===== src/logic/priv_types_pkg.sv =====
// Machine-mode trap unit shared types, cause codes and CSR addresses
`default_nettype none

package priv_types_pkg;

  // ****************************************
  // Basic vector types
  // ****************************************
  typedef logic [31:0] word_t;     // PCs, CSR data, fault addresses
  typedef logic [11:0] csr_addr_t; // CSR address space

  // ****************************************
  // Cause codes
  // ****************************************

  // Synchronous exceptions, mcause with interrupt bit 0
  typedef enum logic [3:0] {
    INSN_MAL     = 4'd0,
    INSN_FAULT   = 4'd1,
    ILLEGAL_INSN = 4'd2,
    BREAKPOINT   = 4'd3,
    L_ADDR_MAL   = 4'd4,
    L_FAULT      = 4'd5,
    S_ADDR_MAL   = 4'd6,
    S_FAULT      = 4'd7,
    ENV_CALL_M   = 4'd11
  } ex_code_t;

  // Machine-level interrupts, mcause with interrupt bit 1
  typedef enum logic [3:0] {
    SOFT_INT  = 4'd3,
    TIMER_INT = 4'd7,
    EXT_INT   = 4'd11
  } int_code_t;

  // ****************************************
  // CSR addresses, machine trap setup/handling
  // ****************************************
  localparam csr_addr_t CSR_MSTATUS = 12'h300;
  localparam csr_addr_t CSR_MIE     = 12'h304;
  localparam csr_addr_t CSR_MTVEC   = 12'h305;
  localparam csr_addr_t CSR_MEPC    = 12'h341;
  localparam csr_addr_t CSR_MCAUSE  = 12'h342;
  localparam csr_addr_t CSR_MTVAL   = 12'h343;
  localparam csr_addr_t CSR_MIP     = 12'h344;

  // Bit positions inside mstatus, mie and mip
  localparam int unsigned MIE_BIT  = 3;  // mstatus.MIE
  localparam int unsigned MSIP_BIT = 3;  // mip.MSIP, also mie.MSIE
  localparam int unsigned MTIP_BIT = 7;  // mip.MTIP, also mie.MTIE

endpackage

`default_nettype wire


===== src/logic/priv_trap_control.sv =====
// Trap control, exception/interrupt priority and trap CSR update strobes
`default_nettype none
`timescale 1ns/1ps

module priv_trap_control import priv_types_pkg::*; (
  input  wire logic       CLK,
  input  wire logic       nRST,
  // Exception levels, held until pipe_clear
  input  wire logic       fault_l,
  input  wire logic       mal_l,
  input  wire logic       fault_s,
  input  wire logic       mal_s,
  input  wire logic       breakpoint,
  input  wire logic       env_m,
  input  wire logic       illegal_insn,
  input  wire logic       fault_insn,
  input  wire logic       mal_insn,
  // Interrupt levels
  input  wire logic       timer_int,
  input  wire logic       soft_int,
  input  wire logic       ext_int,
  input  wire logic       clear_timer_int,
  // Pipeline strobes and trap data
  input  wire logic       pipe_clear,
  input  wire logic       ret,
  input  wire word_t      epc,
  input  wire word_t      fault_addr,
  // Current CSR state
  input  wire logic       mstatus_mie,
  input  wire logic       mie_mtie,
  input  wire logic       mie_msie,
  input  wire logic       mip_mtip,
  input  wire logic       mip_msip,
  // CSR update strobes and next values
  output logic            mip_rup,
  output logic            mip_next_mtip,
  output logic            mip_next_msip,
  output logic            mcause_rup,
  output logic            mcause_next_int,
  output logic [3:0]      mcause_next_code,
  output logic            mstatus_rup,
  output logic            mstatus_next_mie,
  output logic            mepc_rup,
  output word_t           mepc_next,
  output logic            mtval_rup,
  output word_t           mtval_next,
  // To pipeline
  output logic            intr
);

  ex_code_t  ex_src;
  int_code_t intr_src;
  logic      exception;
  logic      interrupt_fired;  // Enabled and pending this cycle
  logic      interrupt_reg;    // Fired interrupt, held for the pipeline
  logic      trap;
  logic      tval_class;       // Exceptions that report an address

  // ****************************************
  // Exception priority
  // ****************************************
  always_comb begin
    exception = 1'b1;
    ex_src    = INSN_MAL;
    if (fault_l)           ex_src = L_FAULT;     // Highest
    else if (mal_l)        ex_src = L_ADDR_MAL;
    else if (fault_s)      ex_src = S_FAULT;
    else if (mal_s)        ex_src = S_ADDR_MAL;
    else if (breakpoint)   ex_src = BREAKPOINT;
    else if (env_m)        ex_src = ENV_CALL_M;
    else if (illegal_insn) ex_src = ILLEGAL_INSN;
    else if (fault_insn)   ex_src = INSN_FAULT;
    else if (mal_insn)     ex_src = INSN_MAL;    // Lowest
    else                   exception = 1'b0;
  end

  // ****************************************
  // Interrupt selection
  // ****************************************
  // Timer is taken from mip since timer_int may only pulse
  always_comb begin
    if (mie_mtie && mip_mtip) intr_src = TIMER_INT;
    else if (soft_int)        intr_src = SOFT_INT;
    else if (ext_int)         intr_src = EXT_INT;
    else                      intr_src = SOFT_INT;  // MSIP still pending
  end

  assign interrupt_fired = mstatus_mie & ((mie_mtie & mip_mtip) | (mie_msie & mip_msip));

  // Pending bits, external requests share MSIP
  assign mip_rup = timer_int | soft_int | ext_int | clear_timer_int;
  assign mip_next_mtip = clear_timer_int ? 1'b0 : (timer_int | mip_mtip);
  assign mip_next_msip = soft_int | ext_int | mip_msip;

  // Latch the interrupt, MIE drops right after it fires
  always_ff @(posedge CLK, negedge nRST) begin
    if (!nRST) begin
      interrupt_reg <= 1'b0;
    end else if (interrupt_fired) begin
      interrupt_reg <= 1'b1;
    end else if (pipe_clear) begin
      interrupt_reg <= 1'b0;   // Pipeline has flushed
    end
  end

  assign intr = exception | interrupt_reg;
  assign trap = exception | interrupt_fired;

  // ****************************************
  // Trap CSR updates
  // ****************************************
  assign mcause_rup       = trap;
  assign mcause_next_int  = ~exception;  // Exception wins over interrupt
  assign mcause_next_code = exception ? ex_src : intr_src;

  assign mepc_rup  = trap;
  assign mepc_next = epc;

  // Return also rewrites MIE
  assign mstatus_rup = trap | ret;
  always_comb begin
    if (intr || interrupt_fired) mstatus_next_mie = 1'b0;
    else if (ret)                mstatus_next_mie = 1'b1;
    else                         mstatus_next_mie = mstatus_mie;
  end

  // Breakpoint and ecall leave mtval alone
  assign tval_class = mal_l | fault_l | mal_s | fault_s
                    | illegal_insn | fault_insn | mal_insn;
  assign mtval_rup  = tval_class & pipe_clear;
  assign mtval_next = fault_addr;

endmodule

`default_nettype wire


===== src/logic/priv_csr_file.sv =====
// Machine trap CSR file with software access and trap redirect PC
`default_nettype none
`timescale 1ns/1ps

module priv_csr_file import priv_types_pkg::*; #(
  parameter word_t RESET_MTVEC = 32'h0000_0000
) (
  input  wire logic       CLK,
  input  wire logic       nRST,
  // Trap updates
  input  wire logic       mip_rup,
  input  wire logic       mip_next_mtip,
  input  wire logic       mip_next_msip,
  input  wire logic       mcause_rup,
  input  wire logic       mcause_next_int,
  input  wire logic [3:0] mcause_next_code,
  input  wire logic       mstatus_rup,
  input  wire logic       mstatus_next_mie,
  input  wire logic       mepc_rup,
  input  wire word_t      mepc_next,
  input  wire logic       mtval_rup,
  input  wire word_t      mtval_next,
  // Software access
  input  wire logic       csr_wr,
  input  wire csr_addr_t  csr_addr,
  input  wire word_t      csr_wdata,
  output word_t           csr_rdata,
  // Pipeline control
  input  wire logic       intr,
  input  wire logic       ret,
  output word_t           redirect_pc,
  // Current state to trap control
  output logic            mstatus_mie,
  output logic            mie_mtie,
  output logic            mie_msie,
  output logic            mip_mtip,
  output logic            mip_msip
);

  logic       mcause_int;
  logic [3:0] mcause_code;
  word_t      mepc;
  word_t      mtval;
  word_t      mtvec;

  // Per-register software write enables
  logic wr_mstatus, wr_mie, wr_mip, wr_mcause, wr_mepc, wr_mtval, wr_mtvec;

  assign wr_mstatus = csr_wr && (csr_addr == CSR_MSTATUS);
  assign wr_mie     = csr_wr && (csr_addr == CSR_MIE);
  assign wr_mip     = csr_wr && (csr_addr == CSR_MIP);
  assign wr_mcause  = csr_wr && (csr_addr == CSR_MCAUSE);
  assign wr_mepc    = csr_wr && (csr_addr == CSR_MEPC) && !ret;  // Return target in use
  assign wr_mtval   = csr_wr && (csr_addr == CSR_MTVAL);
  assign wr_mtvec   = csr_wr && (csr_addr == CSR_MTVEC);

  // ****************************************
  // Registers, trap update before software
  // ****************************************
  always_ff @(posedge CLK, negedge nRST) begin
    if (!nRST) begin
      mstatus_mie <= 1'b0;          // Interrupts off out of reset
      mie_mtie    <= 1'b0;
      mie_msie    <= 1'b0;
      mip_mtip    <= 1'b0;
      mip_msip    <= 1'b0;
      mcause_int  <= 1'b0;
      mcause_code <= '0;
      mepc        <= '0;
      mtval       <= '0;
      mtvec       <= RESET_MTVEC;
    end else begin
      if (mstatus_rup)     mstatus_mie <= mstatus_next_mie;
      else if (wr_mstatus) mstatus_mie <= csr_wdata[MIE_BIT];

      if (wr_mie) begin  // Only software touches mie
        mie_mtie <= csr_wdata[MTIP_BIT];
        mie_msie <= csr_wdata[MSIP_BIT];
      end

      // MTIP is read-only to software
      if (mip_rup) begin
        mip_mtip <= mip_next_mtip;
        mip_msip <= mip_next_msip;
      end else if (wr_mip) begin
        mip_msip <= csr_wdata[MSIP_BIT];
      end

      if (mcause_rup) begin
        mcause_int  <= mcause_next_int;
        mcause_code <= mcause_next_code;
      end else if (wr_mcause) begin
        mcause_int  <= csr_wdata[31];
        mcause_code <= csr_wdata[3:0];
      end

      if (mepc_rup)     mepc <= mepc_next;
      else if (wr_mepc) mepc <= {csr_wdata[31:2], 2'b00};  // Word aligned

      if (mtval_rup)     mtval <= mtval_next;
      else if (wr_mtval) mtval <= csr_wdata;

      if (wr_mtvec) mtvec <= csr_wdata;  // Mode bits kept, direct only
    end
  end

  // ****************************************
  // Read decode
  // ****************************************
  always_comb begin
    csr_rdata = '0;  // Unknown addresses read zero
    case (csr_addr)
      CSR_MSTATUS: csr_rdata[MIE_BIT] = mstatus_mie;
      CSR_MIE: begin
        csr_rdata[MTIP_BIT] = mie_mtie;
        csr_rdata[MSIP_BIT] = mie_msie;
      end
      CSR_MIP: begin
        csr_rdata[MTIP_BIT] = mip_mtip;
        csr_rdata[MSIP_BIT] = mip_msip;
      end
      CSR_MCAUSE: csr_rdata = {mcause_int, 27'd0, mcause_code};
      CSR_MEPC:   csr_rdata = mepc;
      CSR_MTVAL:  csr_rdata = mtval;
      CSR_MTVEC:  csr_rdata = mtvec;
      default:    csr_rdata = '0;
    endcase
  end

  // Trap goes to the handler base, anything else returns to mepc
  assign redirect_pc = intr ? {mtvec[31:2], 2'b00} : mepc;

endmodule

`default_nettype wire


===== src/logic/priv_unit.sv =====
// Machine-mode trap unit top, trap control beside the trap CSR file
`default_nettype none
`timescale 1ns/1ps

module priv_unit import priv_types_pkg::*; #(
  parameter word_t RESET_MTVEC = 32'h0000_0000
) (
  input  wire logic      CLK,
  input  wire logic      nRST,
  // Exception levels
  input  wire logic      fault_l,
  input  wire logic      mal_l,
  input  wire logic      fault_s,
  input  wire logic      mal_s,
  input  wire logic      breakpoint,
  input  wire logic      env_m,
  input  wire logic      illegal_insn,
  input  wire logic      fault_insn,
  input  wire logic      mal_insn,
  // Interrupt levels
  input  wire logic      timer_int,
  input  wire logic      soft_int,
  input  wire logic      ext_int,
  input  wire logic      clear_timer_int,
  // Trap data and strobes
  input  wire word_t     epc,
  input  wire word_t     fault_addr,
  input  wire logic      pipe_clear,
  input  wire logic      ret,
  input  wire logic      csr_wr,
  // CSR access
  input  wire csr_addr_t csr_addr,
  input  wire word_t     csr_wdata,
  output word_t          csr_rdata,
  // To pipeline
  output logic           intr,
  output word_t          redirect_pc
);

  // ****************************************
  // Control to CSR file
  // ****************************************
  logic       mip_rup, mip_next_mtip, mip_next_msip;
  logic       mcause_rup, mcause_next_int;
  logic [3:0] mcause_next_code;
  logic       mstatus_rup, mstatus_next_mie;
  logic       mepc_rup, mtval_rup;
  word_t      mepc_next, mtval_next;

  // CSR state back to control
  logic mstatus_mie, mie_mtie, mie_msie, mip_mtip, mip_msip;

  priv_trap_control priv_trap_control_i (
    .CLK, .nRST,
    .fault_l, .mal_l, .fault_s, .mal_s, .breakpoint, .env_m,
    .illegal_insn, .fault_insn, .mal_insn,
    .timer_int, .soft_int, .ext_int, .clear_timer_int,
    .pipe_clear, .ret, .epc, .fault_addr,
    .mstatus_mie, .mie_mtie, .mie_msie, .mip_mtip, .mip_msip,
    .mip_rup, .mip_next_mtip, .mip_next_msip,
    .mcause_rup, .mcause_next_int, .mcause_next_code,
    .mstatus_rup, .mstatus_next_mie,
    .mepc_rup, .mepc_next, .mtval_rup, .mtval_next,
    .intr
  );

  priv_csr_file #(
    .RESET_MTVEC(RESET_MTVEC)
  ) priv_csr_file_i (
    .CLK, .nRST,
    .mip_rup, .mip_next_mtip, .mip_next_msip,
    .mcause_rup, .mcause_next_int, .mcause_next_code,
    .mstatus_rup, .mstatus_next_mie,
    .mepc_rup, .mepc_next, .mtval_rup, .mtval_next,
    .csr_wr, .csr_addr, .csr_wdata, .csr_rdata,
    .intr, .ret, .redirect_pc,
    .mstatus_mie, .mie_mtie, .mie_msie, .mip_mtip, .mip_msip
  );

endmodule

`default_nettype wire


===== config.mk =====
export PLATFORM = sky130hd
export DESIGN_NAME = priv_unit
export DESIGN_NICKNAME = d
export VERILOG_FILES = /design/src/logic/priv_types_pkg.sv /design/src/logic/priv_trap_control.sv /design/src/logic/priv_csr_file.sv /design/src/logic/priv_unit.sv
export SDC_FILE = /design/constraint.sdc
export NUM_CORES = 1
export LEC_CHECK = 0
export BUFFER_PORTS_ARGS = -buffer_cell sky130_fd_sc_hd__buf_4
export CAP_MARGIN = 20
export CELL_PAD_IN_SITES_DETAIL_PLACEMENT = 1
export CELL_PAD_IN_SITES_GLOBAL_PLACEMENT = 2
export CORE_UTILIZATION = 29
export CTS_CLUSTER_SIZE = 40
export DETAILED_ROUTE_END_ITERATION = 8
export PLACE_DENSITY = 0.74
export SYNTH_ARGS = -nofsm -noshare
export SYNTH_HDL_FRONTEND = slang
export SYNTH_SLANG_ARGS = --single-unit

===== constraint.sdc =====
create_clock -name CLK -period 1.9 [get_ports CLK]
set_input_delay 0.19 -clock CLK [delete_from_list [all_inputs] [get_ports CLK]]
set_output_delay 0.19 -clock CLK [all_outputs]
set_load 0.1 [all_outputs]

==> metrics.md, run 1 <==
| Metric | Value |
|---|---|
| Status | `finished, violations left` |
| Failing checks | `setup timing` |
| Placed Cells incl. Taps | `1102` |
| Worst ir drop on vdd | `around 0.44 mV` |
| Initial Utilization | `29.5%` |
| Clock sink total | `approximately 110` |
| Share of the synthesized area in the top cell type | `a little over two fifths` |
| Slowest CP cell | `or4_4` |
| DRC errors left | `0` |
| DIE HEIGHT | `151 um` |
| Crit-path max cell delay | `0.53 ns` |
| Async set-reset flop share out of synthesis | `100%` |
| Synth Net Count | `around 740` |
| Fill cells | `roughly 2300` |
| R2R Setup Slk | `0.13 ns` |
| RePlAce Congestion | `between 0.8 and 0.9` |
| HP Class | `in -> reg` |
| Worst r2r path cells | `6` |
| EDFF count, synth | `0` |
| Final period utilization | `122%` |
| Final net count | `around 990` |
| Setup repair after global routing missed its margin | `yes` |
| First-pass GRT wire length | `around 39000 um` |
| Via density per instance | `~5.4` |
| CTS Buf Count | `9` |
| Top flop regs | `priv_csr_file_i.mepc x32, priv_csr_file_i.mtval x32, priv_csr_file_i.mtvec x32` |
| FMAX | `430 MHz` |
| Critical Path End Type | `primary output` |
| Routed wire per std cell | `22.6 um` |
| Reg2Reg Launch Point | `priv_csr_file_i.mip_mtip$_DFFE_PN0P_` |
| Critical path class | `in -> out` |
| Mapped Avg Cell Area | `10.5 um^2` |
| Final hold vios | `0` |
| Ys flop type | `dfrtp_1` |
| Grt ovf | `0` |
| Period minus WS final | `2.32 ns` |
| Worst-Skew Late Latency | `0.36 ns` |
| Area of the multi-input gates | `0.00398 mm^2` |
| Max Cap Violations | `0` |
| Worst Tran Pin Value | `0.573 ns` |
| Antenna cells | `0` |
| CP startpoint kind | `input port` |
| Initial DRC count | `277` |
| CTS tree | `built` |
| CP Max Fanout | `8` |
| Clock skew | `0.00656 ns` |
| Layout Cells excl Fill | `1144` |
| Cell accounting for the most synthesized area | `dfrtp_1` |
| Vias | `6213` |
| Cells after Synth | `610` |
| Area grow syn2layout | `67.1%` |
| Post-Route WL | `25900 um` |
| Hold Path End | `priv_trap_control_i.interrupt_reg$_DFFE_PN0P_` |
| Buffers on Ports | `190` |
| DRT Pass-1 Iters | `6` |
| CORE AREA | `around 0.022 mm^2` |
| IO Pins | `approximately 190` |
| Flops & latches, synth | `about 110` |
| Worst Setup SP | `fault_l` |
| Hold wc startpoint | `pipe_clear` |
| Register area | `0.00268 mm^2` |
| Clock Path Buffers | `2` |
| Clock slew at reported path FFs | `0.08 ns` |
| Hpwl dp | `17600 um` |
| Sequential element share of the synthesized area | `41.7%` |
| Die area | `between 0.02 and 0.025 mm^2` |
| Initial antenna violation count | `0` |
| Root Buffer | `clkbuf_16` |
| Library cells used by synthesis | `58` |
| Most Frequent Cell on Critical Path | `buf_12` |
| Req. time, crit path | `roughly 1.7 ns` |
| Worst-path cell chain | `buf_6 -> or4_4 -> or3_4 -> nor2_8 -> buf_4 -> buf_12 -> mux2_4 -> buf_12` |
| Tot GR Track Use | `23.0%` |
| WP data arrival | `between 2 and 2.5 ns` |
| Largest cells by area after synthesis | `dfrtp_1, mux2_2, mux2_4` |
| R2r endpoint | `priv_csr_file_i.mepc[15]$_DFFE_PN0P_` |
| # rows | `54` |
| Share of layout cells above drive strength 1 | `between 50 and 60%` |
| CTS H-tree lvls | `3` |
| Slew headroom | `61.8%` |
| Remaining antenna violation count after routing | `0` |
| Fin worst setup slack | `-0.424 ns` |
| Setup violators final | `65` |
| Die width | `151 um` |
| Leak Pwr | `between 4 and 5 nW` |
| Worst slack, placed | `-0.488 ns` |
| Hold Crit Depth | `2` |
| Cell area after synthesis | `approximately 0.0064 mm^2` |
| Pins Over Slew Limit | `0` |
| Largest net degree at the start of global routing | `40` |
| Vias in the first global route | `6745` |
| Hold_ws | `0.0443 ns` |
| Synth warn | `0` |
| PD cells | `471 mW/mm^2` |
| Final TNS setup | `-15.88 ns` |
cell usage in the layout (no fill, tap or decap), types with 3 or more instances in the layout:
| cell type | instances |
|---|---|
| buf_12 | 86 |
| clkbuf_16 | 11 |
| nor2b_1 | 4 |
| mux2i_1 | 37 |
| dfrtp_1 | 107 |
| o21ai_0 | 40 |
| nand4_1 | 35 |
| nor3_4 | 3 |
| and2_4 | 28 |
| nand3b_1 | 4 |
| nand2_1 | 6 |
| a21oi_1 | 4 |
| a31oi_1 | 34 |
| buf_6 | 12 |
| a21oi_2 | 29 |
| nand2b_1 | 3 |
| inv_1 | 6 |
| nor3_1 | 5 |
| mux2_2 | 33 |
| clkinvlp_4 | 3 |
| nand3_1 | 3 |
| nor2_1 | 68 |
| nor4_4 | 3 |
| buf_4 | 184 |
| and3_1 | 3 |
| a221o_4 | 31 |
| mux2_4 | 30 |
| buf_8 | 3 |
stage by stage:
| step | cell area, um^2 | total power, mW | util [%] |
|---|---|---|---|
| after floorplan | 6890 | 2.78 | - |
| after global placement | 9080 | 3.20 | 41.7 |
| after detailed placement | 9080 | 3.24 | 41.7 |
| after CTS | 10600 | 5.11 | 48.7 |
| after global routing | 10700 | 5.26 | 49.3 |
| final | 10700 | 5.05 | 49.3 |
final cells by class:
class                   instances  share of cell area, %
clock buffers                  11                   2.17
repair buffers                291                   31.8
multi-input cells             443                   37.2
clock inverters                 5                  0.362
well taps                     280                   3.27
inverters                       7                  0.245
flip-flops and latches        107                   25.0
logic make-up (layout without fill, tap and decap cells):
family	count (synthesis)	count (layout)	synth area share, %
AOI/OAI and AO/OA	152	152	17.8
DFF	107	107	41.7
and+or+nand+nor	190	190	16.8
muxes	101	101	18.6
buffers and inverters	60	314	5.11
layer usage:
metal / part of all wire [%] / vias to the layer above / GRT usage [%]
met5: 0 / - / 0
met4: 1.8 / 0 / 6.10
met3: 4.7 / 32 / 3.70
met2: 51 / 198 / 39.9
met1: 43 / 3202 / 29.5
li1: - / 2781 / -
worst max path at each step:
stage | end | depth (start not counted)
4_1_cts | redirect_pc[7] | 8
5_1_grt | redirect_pc[25] | 8
3_5_place_dp | redirect_pc[2] | 7
2_1_floorplan | redirect_pc[24] | 6
3_3_place_gp | redirect_pc[3] | 7
6_report | redirect_pc[25] | 8
cells in the mapped netlist, types with 2 or more instances:
library cell,instances
dfrtp_1,107
nor2_1,69
o21ai_0,41
mux2i_1,37
mux2_2,36
nand4_1,35
a31oi_1,34
a221o_1,31
a21oi_2,28
and2_1,28
clkbuf_1,27
mux2_4,27
buf_2,17
nand2_1,8
nor3_1,8
inv_1,7
a21oi_1,5
and3_1,4
buf_6,4
nand3b_1,4
nor2b_1,4
nand2b_1,3
nand3_1,3
a2bb2oi_1,2
and4_1,2
and4b_1,2
buf_12,2
buf_4,2
nor3_2,2
nor4_1,2
nor4b_1,2
worst max-delay path: cells and delay by family:
family | cells | cell delay, ns
multiplexers | 1 | 0.33
AND/OR/NAND/NOR | 3 | 1.06
buffers and inverters | 4 | 0.55
power breakdown:
part	internal, mW	total, mW	leakage (nW)	switching, mW
combinational	0.370	0.750	3.10	0.381
clock	0.901	1.82	0.124	0.924
sequential	2.38	2.48	1.31	0.0939
timing repair:
| action | in CTS | in global routing |
|---|---|---|
| endpoints found under the hold margin | 38 | 0 |
| hold buffers | 2 | 0 |
| buffers inserted | 14 | 5 |
| gates resized for setup | 257 | 17 |
| endpoints found under the setup margin | 65 | 66 |
| pin swaps | 36 | 12 |
| gates cloned | 5 | 2 |
Note: power is estimated with default switching activity, not from simulation.
==> run 2, diff against run 1 <==
CORE_UTILIZATION = 30   (was 29)
CTS_BUF_LIST = sky130_fd_sc_hd__clkbuf_8 sky130_fd_sc_hd__clkbuf_16   (was default)
SYNTH_HIERARCHICAL = 1   (was default)
==> metrics.md, run 2 <==
| Metric | Value |
|---|---|
| End point of the critical path | `redirect_pc[22]` |
| Tot GR Track Use | `19.7% (-3.3 points)` |
| Post-Route WL | `22800 um (-12%)` |
| Synth Net Count | `764 (+3.8%)` |
| Reg2Reg Launch Point | `priv_csr_file_i/mip_mtip$_DFFE_PN0P_` |
| HP Class | `in -> reg` |
| Flop pwr share | `47.4% (-1.6 points)` |
| Psw | `1.39 mW (-0.41%)` |
| Final period utilization | `102% (-20 points)` |
| Root Buffer | `clkbuf_16` |
| Synth warn | `6 (+6)` |
| Sequential element share of the synthesized area | `39.0% (-2.7 points)` |
| Period minus WS final | `1.95 ns (-0.377 ns)` |
| CTS H-tree lvls | `3 (unchanged)` |
| Commonest non-fill, non-tap cell in the layout | `buf_4` |
| Remaining antenna violation count after routing | `0 (unchanged)` |
| Failing checks | `setup timing` |
| Buffers on Ports | `190 (unchanged)` |
| Share of layout cells above drive strength 1 | `57.8% (+2.1 points)` |
| Setup repair after global routing missed its margin | `yes` |
| Setup violators final | `30 (-54%)` |
| RePlAce Congestion | `0.850 (+2.4%)` |
| EDFF count, synth | `0 (unchanged)` |
| WP data arrival | `1.76 ns (-0.37 ns)` |
| Critical path class | `reg -> out` |
| Post-Layout Inst Area | `0.0103 mm^2 (-3.6%)` |
| Req. time, crit path | `1.71 ns (about the same)` |
| Clock skew | `0.0101 ns (+0.00358 ns)` |
| Routed wire per std cell | `21.2 um (-6.4%)` |
| Flops & latches, synth | `107 (unchanged)` |
| R2r endpoint | `priv_csr_file_i/mepc[11]$_DFFE_PN0P_` |
| Worst Tran Pin Value | `0.628 ns (+0.0542 ns)` |
| Synth top cells by count | `mux2_2, dfrtp_1, buf_4` |
| Mapped Avg Cell Area | `10.8 um^2 (+2.3%)` |
| Hold Crit Depth | `2 (unchanged)` |
| PD cells | `501 mW/mm^2 (+6.2%)` |
| R2R Setup Slk | `0.04 ns (-0.09 ns)` |
| Async set-reset flop share out of synthesis | `100% (unchanged)` |
| Initial DRC count | `174 (-37%)` |
| Share of the synthesized area in the top cell type | `39.0% (-2.7 points)` |
| Antenna cells | `0 (unchanged)` |
| DRC errors left | `0 (unchanged)` |
| Most frequent cells in the layout | `buf_4, dfrtp_1, mux2_2, buf_12, nand2_1` |
| Pins Over Slew Limit | `0 (unchanged)` |
| CTS Buf Count | `9 (unchanged)` |
| Final net count | `917 (-6.9%)` |
| Final hold vios | `0 (unchanged)` |
| First-pass GRT wire length | `35500 um (-8.4%)` |
| Vias in the first global route | `6152 (-8.8%)` |
| Fin worst setup slack | `-0.0472 ns (+0.377 ns)` |
| Internal | `3.78 mW (+3.5%)` |
| Worst-Skew Late Latency | `0.36 ns (about the same)` |
| Library cells used by synthesis | `46 (-21%)` |
| Via density per instance | `5.18 (-4.6%)` |
| DRT Pass-1 Iters | `4 (-2)` |
| Initial antenna violation count | `0 (unchanged)` |
| Area grow syn2layout | `50.6%` |
| Worst r2r path cells | `5 (-1)` |
| Cells after Synth | `638 (+4.6%)` |
| Worst ir drop on vdd | `0.364 mV (-18%)` |
| Clock power share | `36.1% (about the same)` |
| Vias | `5577 (-10%)` |
| Cell accounting for the most synthesized area | `dfrtp_1` |
| Leak Pwr | `4.59 nW (+0.98%)` |
| Worst Setup SP | `priv_trap_control_i/interrupt_reg$_DFFE_PN0P_` |
| Fill cells | `2272 (+0.40%)` |
| Clock sink total | `107 (unchanged)` |
| Die width | `153 um (+1.7%)` |
| Final TNS setup | `-0.915 ns (+14.97 ns)` |
| DIE HEIGHT | `153 um (+1.7%)` |
| CP Max Fanout | `14 (+6)` |
| IO Pins | `191 (unchanged)` |
| Top flop regs | `priv_csr_file_i/mepc x32, priv_csr_file_i/mtval x32, priv_csr_file_i/mtvec x32` |
| Status | `finished, violations left` |
| Cell area after synthesis | `0.00686 mm^2 (+7.0%)` |
| Initial Utilization | `31.1% (+1.6 points)` |
| Cell with the most instances after synthesis | `mux2_2` |
| CP startpoint kind | `flip-flop` |
| # rows | `54 (unchanged)` |
| CTS tree | `built` |
| Critical Path End Type | `primary output` |
| Hpwl dp | `16000 um (-9.4%)` |
| Ys flop type | `dfrtp_1` |
| Placed instance area | `0.00901 mm^2 (-0.77%)` |
| Grt ovf | `0 (unchanged)` |
| Slew headroom | `58.2% (-3.6 points)` |
| CORE AREA | `0.0221 mm^2 (+1.6%)` |
| Largest net degree at the start of global routing | `108 (+170%)` |
| FMAX | `514 MHz (+19%)` |
| Max Cap Violations | `0 (unchanged)` |
| Clock slew at reported path FFs | `0.07 ns (about the same)` |
| Largest cells by area after synthesis | `dfrtp_1, mux2_2, buf_4` |
| Clock Path Buffers | `2 (unchanged)` |
| Sw Ratio | `26.9% (-0.77 points)` |
| Die area | `0.0235 mm^2 (+3.4%)` |
| Combinational Power Share | `16.6% (+1.7 points)` |
## run 2: cell types whose count changed after synthesis, moves of 28 or more
cell and change:
a21oi_2 -28, a31oi_1 -33, buf_4 +63, mux2_2 +94, nand2_1 +35, nand4_1 -31
nor2_1 -63, nor2b_1 +36, nor3b_1 +32
## run 2: worst max-delay path: stages, from the launching register on
cell,delay [ns]
dfrtp_1,0.39
inv_2,0.06
nand4_1,0.10
buf_6,0.17
buf_12,0.16
mux2_4,0.34
buf_12,0.17
## run 2: area by class of cell
cell class	instances	area (um^2)	area share, %
Multi-Input combinational cell	417	4090	39.6
Tap cell	280	350	3.39
Timing Repair Buffer	252	2920	28.2
Clock inverter	6	48.8	0.472
Sequential cell	107	2680	25.9
Inverter	4	15.0	0.145
Clock buffer	10	239	2.31
## run 2: what timing repair did
item / 4_1_cts / 5_1_grt
hold endpoints to repair: 107 / 0
endpoints found under the setup margin: 80 / 98
buffers inserted: 4 / 6
hold buffers: 1 / 0
resized for setup: 146 / 55
pin swaps: 4 / 14
gates cloned: 1 / 2
## run 2: cell families after synthesis
kind of cell / after synthesis / synth area share [%]
and+or+nand+nor: 173 / 15.5
muxes: 161 / 25.9
buffers and inverters: 114 / 10.3
DFF: 107 / 39.0
AOI/OAI and AO/OA: 83 / 9.25
## run 2: metal layers
metal	vias up	wire [um]	global-route usage, %	part of all wire, %
li1	2559	-	-	-
met1	2867	10200	24.7	45
met2	130	11600	35.2	51
met3	21	705	3.06	3.1
met4	0	295	5.00	1.3
met5	-	0	0	0
## run 2: worst min-delay path by stage
| stage | start | to | slack [ns] |
|---|---|---|---|
| 3_3_place_gp | nRST | priv_csr_file_i/mie_msie$_DFFE_PN0P_ | 0.32 |
| 4_1_cts | pipe_clear | priv_trap_control_i/interrupt_reg$_DFFE_PN0P_ | 0.03 |
| 2_1_floorplan | nRST | priv_csr_file_i/mcause_code[0]$_DFFE_PN0P_ | -0.11 |
| 5_1_grt | pipe_clear | priv_trap_control_i/interrupt_reg$_DFFE_PN0P_ | 0.04 |
| 6_report | pipe_clear | priv_trap_control_i/interrupt_reg$_DFFE_PN0P_ | 0.05 |
| 3_5_place_dp | nRST | priv_csr_file_i/mie_msie$_DFFE_PN0P_ | 0.33 |
## run 2: power by group through the flow
stage	combinational, mW	clock, mW	sequential (mW)
after floorplan	0.498	0	2.47
after global placement	0.802	0	2.49
after detailed placement	0.834	0	2.50
after CTS	0.857	1.95	2.45
after global routing	0.925	2.04	2.47
final	0.857	1.87	2.45
## run 2: metrics by stage
stage | power, mW | hold slack, ns | utilization (%) | std cells | setup slack [ns]
6_report | 5.17 | 0.0474 | 46.8 | 1076 | -0.0472
5_1_grt | 5.43 | 0.0358 | 46.8 | 1076 | -0.115
4_1_cts | 5.25 | 0.0300 | 45.2 | 1068 | -0.0668
3_5_place_dp | 3.33 | 0.326 | 40.8 | 1046 | -0.154
3_3_place_gp | 3.29 | 0.316 | 40.8 | 1046 | -0.0991
2_1_floorplan | 2.97 | -0.106 | - | 638 | -0.886
==> run 3, diff against run 2 <==
CORE_ASPECT_RATIO = 1.2   (was default)
==> metrics.md, run 3 (synthesis results as in run 2) <==
| Metric | Value |
|---|---|
| Die width | `140 um (-8.6%)` |
| Met3 WL | `646 um (-8.4%)` |
| Die area | `0.0235 mm^2 (about the same)` |
| Post-Route WL | `24500 um (+7.4%)` |
| Psw | `1.38 mW (-1.3%)` |
| PD cells | `484 mW/mm^2 (-3.3%)` |
| Final hold vios | `0 (unchanged)` |
| Buffers on Ports | `190 (unchanged)` |
| Setup repair after global routing missed its margin | `yes` |
| Finished Core Util | `47.0% (+0.24 points)` |
| Hold_ws | `0.0431 ns (-0.00437 ns)` |
| Root Buffer | `clkbuf_16` |
| CTS tree | `built` |
| Crit path max-delay family | `buffers and inverters` |
| Tot GR Track Use | `21.0% (+1.3 points)` |
| Combinational Power Share | `16.9% (+0.3 points)` |
| Clock skew | `0.0132 ns (+0.00308 ns)` |
| Via density per instance | `5.21 (+0.56%)` |
| Internal | `3.73 mW (-1.3%)` |
| Register area | `0.00268 mm^2 (unchanged)` |
| Critical Path End Type | `primary output` |
| Area of the multi-input gates | `0.00413 mm^2 (+0.92%)` |
| Setup violators final | `47 (+57%)` |
| R2R Setup Slk | `-0.03 ns (-0.07 ns)` |
| Initial DRC count | `179 (+2.9%)` |
| Initial antenna violation count | `0 (unchanged)` |
| Largest net degree at the start of global routing | `108 (unchanged)` |
| IO Pins | `191 (unchanged)` |
| CTS Buf Count | `9 (unchanged)` |
| Worst r2r path cells | `6 (+1)` |
| CP startpoint kind | `flip-flop` |
| Flop pwr share | `48.0% (+0.6 points)` |
| Failing checks | `setup timing` |
| Most frequent cells in the layout | `buf_4, dfrtp_1, mux2_2, buf_12, nand2_1` |
| Remaining antenna violation count after routing | `0 (unchanged)` |
| Metal-1 WL | `10100 um (-0.34%)` |
| Pins Over Slew Limit | `0 (unchanged)` |
| Share of layout cells above drive strength 1 | `58.9% (+1.1 points)` |
| R2r endpoint | `priv_csr_file_i/mepc[7]$_DFFE_PN0P_` |
| Top flop regs | `priv_csr_file_i/mepc x32, priv_csr_file_i/mtval x32, priv_csr_file_i/mtvec x32` |
| DRT Pass-1 Iters | `4 (unchanged)` |
| Grt ovf | `0 (unchanged)` |
| Crit-path max cell delay | `0.40 ns (about the same)` |
| Clock power share | `35.1% (-1.0 points)` |
| CP Max Fanout | `8 (-6)` |
| Worst Tran Pin Value | `0.642 ns (+0.0142 ns)` |
| Worst ir drop on vdd | `0.392 mV (+7.7%)` |
| Final net count | `927 (+1.1%)` |
| FMAX | `501 MHz (-2.4%)` |
| Clock slew at reported path FFs | `0.07 ns (about the same)` |
| Slowest CP cell | `dfrtp_1` |
| Final period utilization | `105% (+2.5 points)` |
| Commonest non-fill, non-tap cell in the layout | `buf_4` |
| Vias | `5655 (+1.4%)` |
| Clock Path Buffers | `2 (unchanged)` |
| CORE AREA | `0.0224 mm^2 (+1.6%)` |
| Hpwl dp | `15800 um (-1.4%)` |
| CTS H-tree lvls | `3 (unchanged)` |
| First-pass GRT wire length | `37100 um (+4.5%)` |
| Top layer in use | `met4` |
| Slew headroom | `57.2% (-0.95 points)` |
| DIE HEIGHT | `168 um (+9.4%)` |
| Routed wire per std cell | `22.5 um (+6.5%)` |
| Hold wc startpoint | `pipe_clear` |
| Leak Pwr | `4.76 nW (+3.8%)` |
| Reg2Reg Launch Point | `priv_csr_file_i/mip_mtip$_DFFE_PN0P_` |
| Clock sink total | `107 (unchanged)` |
| RePlAce Congestion | `0.804 (-5.4%)` |
| Antenna cells | `0 (unchanged)` |
| Critical path class | `reg -> out` |
| Area grow syn2layout | `53.8%` |
| Worst-Skew Late Latency | `0.36 ns (about the same)` |
| CP Buf/Inv Count | `4 (unchanged)` |
| # rows | `60 (+11%)` |
| Hold Crit Depth | `2 (unchanged)` |
| DRC errors left | `0 (unchanged)` |
| Max Cap Violations | `0 (unchanged)` |
| Fin worst setup slack | `-0.0953 ns (-0.0480 ns)` |
| Worst slack, placed | `-0.142 ns (+0.0114 ns)` |
| Worst-path cell chain | `inv_2 -> nand4_1 -> buf_6 -> clkbuf_16 -> mux2_4 -> buf_12` |
| Hold Path End | `priv_trap_control_i/interrupt_reg$_DFFE_PN0P_` |
| Vias in the first global route | `6404 (+4.1%)` |
| Status | `finished, violations left` |
| WP data arrival | `1.81 ns (+0.05 ns)` |
| Met2 wire length | `13100 um (+13%)` |
| Sw Ratio | `26.9% (about the same)` |
| Req. time, crit path | `1.71 ns (about the same)` |
| Initial Utilization | `30.6% (-0.49 points)` |
| Period minus WS final | `2.00 ns (+0.0480 ns)` |
| Fill cells | `2308 (+1.6%)` |
| HP Class | `in -> reg` |
==> run 3: cell count changes in the layout (fill, tap and decap cells not counted), moves of 5 or more <==
cell and delta:
buf_12 -5, buf_16 +6, buf_8 +6, mux2_2 -5, mux2_4 +5, nand3_1 -5
nand3_2 +5
==> run 3: worst max path at each step <==
stage                           end  slack, ns                                           from  depth (start not counted)
global placement       csr_rdata[2]      -0.13                                    csr_addr[5]                          7
detailed placement    csr_rdata[24]      -0.14                                    csr_addr[5]                          7
finish               redirect_pc[7]       -0.1  priv_trap_control_i/interrupt_reg$_DFFE_PN0P_                          6
floorplan            redirect_pc[0]      -0.89                                        fault_l                          5
global route         redirect_pc[7]      -0.16  priv_trap_control_i/interrupt_reg$_DFFE_PN0P_                          6
CTS                 redirect_pc[26]      -0.12  priv_trap_control_i/interrupt_reg$_DFFE_PN0P_                          6
==> run 3: area by class of cell <==
cell class              instances  area share (%)
clock buffers                   9            2.13
clock inverters                 7           0.427
inverters                       4           0.142
multi-input cells             417            39.1
flip-flops and latches        107            25.4
well taps                     279            3.31
repair buffers                262            29.5
==> run 3: power by group through the flow <==
stage                     registers [mW]  clock network (mW)  logic (mW)
after floorplan                     2.47                   0       0.498
after global placement              2.49                   0       0.798
after detailed placement            2.50                   0       0.831
after CTS                           2.45                1.86       0.858
after global routing                2.47                1.93       0.930
final                               2.45                1.79       0.864
==> run 3: metal layers <==
layer  GRT usage, %  vias to the layer above
met3           2.40                       29
li1               -                     2578
met5              0                        -
met2           39.0                      132
met1           24.6                     2916
met4           7.84                        0
==> run 3: what timing repair did <==
item	in CTS	in global routing
setup endpoints to repair	92	100
pin swaps	10	5
gates resized for setup	179	33
hold buffers	1	0
gates cloned	8	1
buffers inserted	9	6
hold endpoints to repair	107	0
==> run 3: through the flow <==
| stage | std cells | TNS, ns | power [mW] | area [um^2] |
|---|---|---|---|---|
| finish | 1085 | -2.62 | 5.11 | 10600 |
| global route | 1085 | -6.45 | 5.33 | 10600 |
| CTS | 1078 | -3.36 | 5.17 | 10300 |
| detailed placement | 1044 | -8.14 | 3.33 | 9050 |
| global placement | 1044 | -5.83 | 3.29 | 9050 |
| floorplan | 638 | -32.88 | 2.97 | 7460 |
